### src/mext_pkg.sv
package mext_pkg;

  // operand and result word
  typedef logic [31:0] word_t;

  // funct3 field of an OP instruction with funct7 = 0000001
  typedef logic [2:0] funct3_t;

  localparam funct3_t F3_MUL    = 3'd0;
  localparam funct3_t F3_MULH   = 3'd1;
  localparam funct3_t F3_MULHSU = 3'd2;
  localparam funct3_t F3_MULHU  = 3'd3;
  localparam funct3_t F3_DIV    = 3'd4;
  localparam funct3_t F3_DIVU   = 3'd5;
  localparam funct3_t F3_REM    = 3'd6;
  localparam funct3_t F3_REMU   = 3'd7;

  // one-hot operation flags
  typedef struct packed {
    logic mul;
    logic mulh;
    logic mulhsu;
    logic mulhu;
  } mul_op_type;

  typedef struct packed {
    logic div;
    logic divu;
    logic rem;
    logic remu;
  } div_op_type;

  typedef struct packed {
    logic enable;
    mul_op_type op;
    word_t rdata1;
    word_t rdata2;
  } mul_in_type;

  typedef struct packed {
    logic ready;
    word_t result;
  } mul_out_type;

  typedef struct packed {
    logic enable;
    div_op_type op;
    word_t rdata1;
    word_t rdata2;
  } div_in_type;

  typedef struct packed {
    logic ready;
    word_t result;
  } div_out_type;

  // state of the shift-and-add multiplier
  typedef struct packed {
    logic [5:0] counter;
    logic [32:0] op1;
    logic [32:0] op2;
    mul_op_type op;
    logic op1_signed;
    logic op2_signed;
    logic negativ;
    logic op1_neg;
    logic mul;
    logic [64:0] result;
  } mul_reg_type;

  localparam mul_reg_type init_mul_reg = '0;

  typedef enum logic [1:0] {
    idle,
    busy_mul,
    busy_div,
    finish
  } ctrl_state_t;

endpackage

### src/mul.sv
`timescale 1ns/1ns

module mul #(
  parameter int PERFORMANCE = 1
) (
  input  logic                  rst,
  input  logic                  clk,
  input  mext_pkg::mul_in_type  mul_in,
  output mext_pkg::mul_out_type mul_out
);

  if (PERFORMANCE == 0) begin : g_small

    mext_pkg::mul_reg_type r;
    mext_pkg::mul_reg_type rin;
    mext_pkg::mul_reg_type v;
    logic [5:0] lz;
    logic op2_neg;

    always_comb begin
      v = r;
      lz = 6'd32;
      op2_neg = 1'b0;
      mul_out = '0;
      case (r.counter)
        6'd0: begin
          if (mul_in.enable) begin
            v.op = mul_in.op;
            v.op1_signed = mul_in.op.mul | mul_in.op.mulh | mul_in.op.mulhsu;
            v.op2_signed = mul_in.op.mul | mul_in.op.mulh;
            v.mul = |mul_in.op;
            v.op1_neg = v.op1_signed & mul_in.rdata1[31];
            op2_neg = v.op2_signed & mul_in.rdata2[31];
            v.negativ = v.op1_neg ^ op2_neg;
            // magnitudes, bit 32 stays clear
            v.op1 = {1'b0, v.op1_neg ? -mul_in.rdata1 : mul_in.rdata1};
            v.op2 = {1'b0, op2_neg ? -mul_in.rdata2 : mul_in.rdata2};
            v.result = '0;
            // leading zeros of op1 magnitude
            for (int i = 0; i < 32; i++) begin
              if (v.op1[i]) begin
                lz = 6'(31 - i);
              end
            end
            // skip straight to the first set bit
            v.counter = lz + 6'd1;
          end
        end
        6'd33: begin
          if (r.mul && r.negativ) begin
            v.result = -r.result;
          end
          v.counter = 6'd0;
          mul_out.ready = 1'b1;
          if (r.op.mul) begin
            mul_out.result = v.result[31:0];
          end else begin
            mul_out.result = v.result[63:32];
          end
        end
        default: begin
          // msb first, one bit of op1 per cycle
          if (r.mul) begin
            v.result = {r.result[63:0], 1'b0};
            if (r.op1[32 - r.counter]) begin
              v.result = v.result + {32'b0, r.op2};
            end
          end
          v.counter = r.counter + 6'd1;
        end
      endcase
      rin = v;
    end

    always_ff @(posedge clk) begin
      if (!rst) begin
        r <= mext_pkg::init_mul_reg;
      end else begin
        r <= rin;
      end
    end

  end else begin : g_fast

    logic signed [32:0] op1;
    logic signed [32:0] op2;
    logic signed [65:0] product;
    logic op1_signed;
    logic op2_signed;

    always_comb begin
      op1_signed = mul_in.op.mul | mul_in.op.mulh | mul_in.op.mulhsu;
      op2_signed = mul_in.op.mul | mul_in.op.mulh;
      // 33-bit operands cover both signed and unsigned
      op1 = {op1_signed & mul_in.rdata1[31], mul_in.rdata1};
      op2 = {op2_signed & mul_in.rdata2[31], mul_in.rdata2};
      product = op1 * op2;
      if (mul_in.op.mul) begin
        mul_out.result = product[31:0];
      end else begin
        mul_out.result = product[63:32];
      end
      mul_out.ready = mul_in.enable;
    end

  end

endmodule

### src/div.sv
`timescale 1ns/1ns

module div (
  input  logic                  rst,
  input  logic                  clk,
  input  mext_pkg::div_in_type  div_in,
  output mext_pkg::div_out_type div_out
);

  typedef struct packed {
    logic [5:0] counter;
    logic early;
    mext_pkg::div_op_type op;
    logic q_neg;
    logic r_neg;
    mext_pkg::word_t divisor;
    mext_pkg::word_t quo;
    mext_pkg::word_t rem;
  } div_reg_t;

  div_reg_t r;
  div_reg_t rin;
  div_reg_t v;

  logic sgn;
  logic a_neg;
  logic b_neg;
  logic [32:0] rem_sh;
  logic [33:0] diff;
  mext_pkg::word_t q_out;
  mext_pkg::word_t r_out;

  always_comb begin
    v = r;
    sgn = 1'b0;
    a_neg = 1'b0;
    b_neg = 1'b0;
    rem_sh = '0;
    diff = '0;
    q_out = '0;
    r_out = '0;
    div_out = '0;
    case (r.counter)
      6'd0: begin
        if (div_in.enable) begin
          sgn = div_in.op.div | div_in.op.rem;
          a_neg = sgn & div_in.rdata1[31];
          b_neg = sgn & div_in.rdata2[31];
          v.op = div_in.op;
          v.early = 1'b0;
          v.counter = 6'd1;
          v.q_neg = a_neg ^ b_neg;
          v.r_neg = a_neg;
          v.quo = a_neg ? -div_in.rdata1 : div_in.rdata1;
          v.divisor = b_neg ? -div_in.rdata2 : div_in.rdata2;
          v.rem = '0;
          if (div_in.rdata2 == '0) begin
            // divide by zero
            v.early = 1'b1;
            v.counter = 6'd32;
            v.q_neg = 1'b0;
            v.r_neg = 1'b0;
            v.quo = '1;
            v.rem = div_in.rdata1;
          end else if (sgn && div_in.rdata1 == 32'h8000_0000 && div_in.rdata2 == '1) begin
            // signed overflow
            v.early = 1'b1;
            v.counter = 6'd32;
            v.q_neg = 1'b0;
            v.r_neg = 1'b0;
            v.quo = div_in.rdata1;
            v.rem = '0;
          end
        end
      end
      6'd33: begin
        q_out = r.q_neg ? -r.quo : r.quo;
        r_out = r.r_neg ? -r.rem : r.rem;
        div_out.ready = 1'b1;
        if (r.op.rem || r.op.remu) begin
          div_out.result = r_out;
        end else begin
          div_out.result = q_out;
        end
        v.counter = 6'd0;
      end
      default: begin
        // one restoring step, quotient bits shift in where the dividend leaves
        if (!r.early) begin
          rem_sh = {r.rem, r.quo[31]};
          diff = {1'b0, rem_sh} - {2'b0, r.divisor};
          v.quo = {r.quo[30:0], ~diff[33]};
          if (diff[33]) begin
            v.rem = rem_sh[31:0];
          end else begin
            v.rem = diff[31:0];
          end
        end
        v.counter = r.counter + 6'd1;
      end
    endcase
    rin = v;
  end

  always_ff @(posedge clk) begin
    if (!rst) begin
      r <= '0;
    end else begin
      r <= rin;
    end
  end

endmodule

### src/mext_ctrl.sv
`timescale 1ns/1ns

module mext_ctrl (
  input  logic                  rst,
  input  logic                  clk,
  input  logic                  start,
  input  mext_pkg::funct3_t     funct3,
  input  mext_pkg::word_t       rs1,
  input  mext_pkg::word_t       rs2,
  output logic                  busy,
  output logic                  done,
  output mext_pkg::word_t       result,
  output mext_pkg::mul_in_type  mul_in,
  input  mext_pkg::mul_out_type mul_out,
  output mext_pkg::div_in_type  div_in,
  input  mext_pkg::div_out_type div_out
);

  mext_pkg::ctrl_state_t state;
  mext_pkg::mul_op_type mul_op;
  mext_pkg::div_op_type div_op;

  // funct3 to one-hot op flags
  always_comb begin
    mul_op = '0;
    div_op = '0;
    case (funct3)
      mext_pkg::F3_MUL:    mul_op.mul = 1'b1;
      mext_pkg::F3_MULH:   mul_op.mulh = 1'b1;
      mext_pkg::F3_MULHSU: mul_op.mulhsu = 1'b1;
      mext_pkg::F3_MULHU:  mul_op.mulhu = 1'b1;
      mext_pkg::F3_DIV:    div_op.div = 1'b1;
      mext_pkg::F3_DIVU:   div_op.divu = 1'b1;
      mext_pkg::F3_REM:    div_op.rem = 1'b1;
      mext_pkg::F3_REMU:   div_op.remu = 1'b1;
      default: ;
    endcase
  end

  assign busy = (state == mext_pkg::busy_mul) || (state == mext_pkg::busy_div);
  assign done = (state == mext_pkg::finish);

  always_ff @(posedge clk) begin
    if (!rst) begin
      state <= mext_pkg::idle;
      result <= '0;
      mul_in <= '0;
      div_in <= '0;
    end else begin
      // enable is a single-cycle strobe
      mul_in.enable <= 1'b0;
      div_in.enable <= 1'b0;
      case (state)
        mext_pkg::idle, mext_pkg::finish: begin
          state <= mext_pkg::idle;
          if (start) begin
            if (funct3[2]) begin
              div_in <= '{enable: 1'b1, op: div_op, rdata1: rs1, rdata2: rs2};
              state <= mext_pkg::busy_div;
            end else begin
              mul_in <= '{enable: 1'b1, op: mul_op, rdata1: rs1, rdata2: rs2};
              state <= mext_pkg::busy_mul;
            end
          end
        end
        mext_pkg::busy_mul: begin
          if (mul_out.ready) begin
            result <= mul_out.result;
            state <= mext_pkg::finish;
          end
        end
        mext_pkg::busy_div: begin
          if (div_out.ready) begin
            result <= div_out.result;
            state <= mext_pkg::finish;
          end
        end
        default: state <= mext_pkg::idle;
      endcase
    end
  end

endmodule

### src/mext_unit.sv
`timescale 1ns/1ns

module mext_unit #(
  parameter int PERFORMANCE = 1
) (
  input  logic              rst,
  input  logic              clk,
  input  logic              start,
  input  mext_pkg::funct3_t funct3,
  input  mext_pkg::word_t   rs1,
  input  mext_pkg::word_t   rs2,
  output logic              busy,
  output logic              done,
  output mext_pkg::word_t   result
);

  mext_pkg::mul_in_type  mul_in;
  mext_pkg::mul_out_type mul_out;
  mext_pkg::div_in_type  div_in;
  mext_pkg::div_out_type div_out;

  mext_ctrl mext_ctrl_inst (
    .rst     (rst),
    .clk     (clk),
    .start   (start),
    .funct3  (funct3),
    .rs1     (rs1),
    .rs2     (rs2),
    .busy    (busy),
    .done    (done),
    .result  (result),
    .mul_in  (mul_in),
    .mul_out (mul_out),
    .div_in  (div_in),
    .div_out (div_out)
  );

  mul #(
    .PERFORMANCE (PERFORMANCE)
  ) mul_inst (
    .rst     (rst),
    .clk     (clk),
    .mul_in  (mul_in),
    .mul_out (mul_out)
  );

  div div_inst (
    .rst     (rst),
    .clk     (clk),
    .div_in  (div_in),
    .div_out (div_out)
  );

endmodule

### config.mk
export PLATFORM = sky130hd
export DESIGN_NAME = mext_unit
export DESIGN_NICKNAME = d
export VERILOG_FILES = /design/src/mext_pkg.sv /design/src/mul.sv /design/src/div.sv /design/src/mext_ctrl.sv /design/src/mext_unit.sv
export SDC_FILE = /design/constraint.sdc
export NUM_CORES = 2
export LEC_CHECK = 0
export BUFFER_PORTS_ARGS = -buffer_cell sky130_fd_sc_hd__buf_4
export CORE_ASPECT_RATIO = 0.8
export CORE_UTILIZATION = 30
export CTS_BUF_LIST = sky130_fd_sc_hd__clkbuf_4 sky130_fd_sc_hd__clkbuf_8
export DETAILED_ROUTE_END_ITERATION = 8
export HOLD_SLACK_MARGIN = 0.02
export PLACE_DENSITY = 0.5
export SLEW_MARGIN = 20
export SYNTH_ARGS = -nofsm -noshare
export SYNTH_HDL_FRONTEND = slang
export SYNTH_SLANG_ARGS = --single-unit
### constraint.sdc
create_clock -name clk -period 14.7 [get_ports clk]
set_clock_uncertainty 0.1 [all_clocks]
set_input_delay 1.47 -clock clk [delete_from_list [all_inputs] [get_ports clk]]
set_output_delay 1.47 -clock clk [all_outputs]
set_load 0.01 [all_outputs]
==> key figures <==
Synth
  • Synth cell types: 89
  • Syn_area_per_cell: 8.453 um^2
  • Post-synth EDFFs: 0
  • Cell taking the most area after synthesis: fa_1
  • Synth top area share: 41.85%
  • Synth Area in XOR/XNOR: 3.399%
  • Post-Synth Adder-Cell Area: 47.78%
  • Mux cell area share after synthesis: 0.2068%
  • Simple-gate area share of the yosys netlist: 16.17%
  • Yosys warning total: 0
  • Prevailing post-synth register cell: dfxtp_1
  • Sequential-to-total area share from yosys stat: 10.30%
  • Syn Inst Count: 6372
  • Synth area leaders: fa_1, dfxtp_1, inv_1
  • Syn Nets: 7823
  • Synth Register Bits: 277
  • Mapped Area: 0.05386 mm^2
  • Compound-Gate Fraction of Synth Area: 10.62%
  • Commonest cells post-synth: inv_1, nand2_1, fa_1, clkbuf_1, dfxtp_1
  • Largest family of logic cells by synthesized area: adder cells
  • Synth async-reset ratio: 0%

Detailed routing
  • DR pass1 iterations: 5
  • Routed Antenna Nets: 0
  • Vias per cell: 5.023
  • Via count: 43474
  • 1st-iter DRT viols: 4043
  • DRC Markers: 0
  • Routed length per instance: 22.73 um
  • Final wirelength: 196700 um

Worst setup path
  • Nature of the critical path startpoint: flip-flop
  • Endpoint type of the worst setup path: flip-flop
  • Delay-heaviest family, CP: adder cells
  • Slowest cell delay on critical path: 0.95 ns
  • WP data required: 15.15 ns
  • Critical Path Most Common Cell: fa_1
  • Top fanout value on the critical path: 31
  • Worst EP arrival: 10.59 ns
  • Critical path's slowest cell: fa_1
  • Setup CP Type: reg -> reg
  • CP bufs+invs: 8

STA
  • Worst Max-Slew Pin Slew: 1.142 ns
  • Slew Viols, Final: 0
  • Slew headroom: 23.76%
  • Unrepaired setup endpoints after global routing: false
  • Crit path time final: 10.15 ns
  • Worst Hold Slack: 0.3550 ns
  • TNS Setup: 0 ns
  • Final setup viols: 0
  • Final worst path period share: 69.03%
  • Fmax achieved: 98.55 MHz
  • Final Hold Violating Endpoints: 0

Power
  • P_leak: 26.42 nW
  • Max IR drop VDD: 0.0001225 V
  • Pwr dens: 92.06 mW/mm^2

Die
  • Die height: 381.0 um
  • Row cnt: 138
  • DIE WIDTH: 475.7 um
  • Core Box Area: 0.1777 mm^2
  • Initial core utilization: 30.31%
  • Die ar.: 0.1812 mm^2
  • I/O Pins: 104

Clock network
  • TritonCTS clock tree: built
  • Longest Clk Path Bufs: 3
  • Max H-tree Level: 2
  • Clk sink count: 277
  • Hold buffers post-CTS: 0
  • Cts bufs inserted: 50
  • Post-CTS setup buffers: 0
  • CTS root buffer: clkbuf_8
  • Resized Gates After CTS: 0
  • Worst skew pair latency: 0.67 ns
  • Clock-pin transition on the worst setup and hold timing paths: 0.08 ns

Placed design
  • RD Place Congestion: 0.9432
  • PortBufs: 103
  • HPWL after detailed placement: 150500 um

Layout
  • Layout cells sized above 1: 5.405%
  • Final net count: 7682
  • Fillers: 18907
  • Area growth syn-to-layout: 7.778%

Global routing
  • First-pass GRT wire length: 297000 um
  • Total gr overflow: 0
  • Initial antenna violation count: 3
  • GR Util All Layers: 21.91%
  • Pin count of the biggest net entering global routing: 88
  • Number of global-route vias before repair: 44404

Run
  • Max-cap violations: 0

Hold path
  • Worst hold path class: reg -> reg

Outcome
  • Status: finished clean
-- placed cells by master, fill, tap and decap left out, drive strengths merged, types with 41 or more instances in the layout --
cell,instances
inv,1259
nand3,87
xnor2,116
nor2,142
dfxtp,277
o21ai,201
a21o,42
and2,270
ha,255
a21oi,250
a31oi,50
a21boi,103
nand2,1258
xor2,93
buf,201
clkbuf,77
o31ai,41
fa,1126
-- area by class of cell --
cell class | count | area, um^2 | area share, %
flip-flops and latches | 277 | 5548 | 9.557
well taps | 2380 | 2978 | 5.130
clock buffers | 77 | 991.0 | 1.707
clock inverters | 16 | 147.6 | 0.2543
multi-input cells | 4443 | 42140 | 72.60
inverters | 1258 | 4722 | 8.135
diodes | 3 | 7.507 | 0.01293
repair buffers | 201 | 1513 | 2.606
-- through the flow --
stage	setup WS [ns]	total power, mW	area [um^2]	utilization [%]	std cells
4_1_cts	4.676	5.307	58040	32.67	8652
3_3_place_gp	4.719	4.419	56900	32.03	8559
2_1_floorplan	6.468	3.256	53860	-	6372
6_report	4.552	5.344	58050	32.67	8655
5_1_grt	4.330	5.693	58040	32.67	8652
3_5_place_dp	4.664	4.435	56900	32.03	8559
-- power breakdown --
part           leakage, nW  switching (mW)  internal, mW
sequential            2.26           0.293         0.924
combinational         23.6            2.20          1.07
clock                0.599           0.383         0.468
-- sequential cells by signal, indices dropped and copies added (netlist names) --
signal and flops:
mext_ctrl_inst.div_in 68, div_inst.r 107, mext_ctrl_inst.state 2, mext_ctrl_inst.mul_in 68, mext_ctrl_inst.result 32
-- cell families (layout without fill, tap and decap cells) --
kind of cell	Yosys count	count (layout)
AND/OR/NAND/NOR	1957	1957
other	0	3
AO/OA/AOI/OAI	885	885
flip-flops	277	277
multiplexers	11	11
XOR/XNOR	209	209
buffers and inverters	1652	1552
adder cells (fa/ha/maj)	1381	1381
-- final timing paths --
check                                 start                   endpoint  slack, ns  depth (start not counted)
setup / recovery  mext_ctrl_inst.mul_in[66]  mext_ctrl_inst.result[23]       4.55                         27
hold / removal    mext_ctrl_inst.mul_in[48]  mext_ctrl_inst.mul_in[48]       0.35                          2
setup reg to reg  mext_ctrl_inst.mul_in[66]  mext_ctrl_inst.result[23]       4.55                         27
hold reg to reg   mext_ctrl_inst.mul_in[48]  mext_ctrl_inst.mul_in[48]       0.35                          2
-- metal layers --
layer  vias up  share of wire (%)  global-route usage (%)
li1      19122                  -                       -
met1     22437                 48                   33.90
met2      1690                 41                   31.12
met3       223                7.7                   3.306
met4         2                3.2                   5.975
met5         -             0.0066                       0
-- worst register-to-register path: stages (launching register included) --
cell and delay [ns]:
dfxtp_1 0.34, o31a_1 0.28, buf_4 0.29, nand2_1 0.20
inv_1 0.11, fa_1 0.54, inv_1 0.16, fa_1 0.58
inv_1 0.07, fa_1 0.95, inv_1 0.34, fa_1 0.86
inv_1 0.47, fa_1 0.60, fa_1 0.51, fa_1 0.49
inv_1 0.05, fa_1 0.48, inv_1 0.04, ha_1 0.47
a21o_1 0.25, a21oi_1 0.40, o21ai_0 0.13, a31oi_1 0.34
o41ai_1 0.25, xor2_1 0.19, a2111oi_0 0.51, nor2_1 0.09
Power figures use the tool's default switching activity.
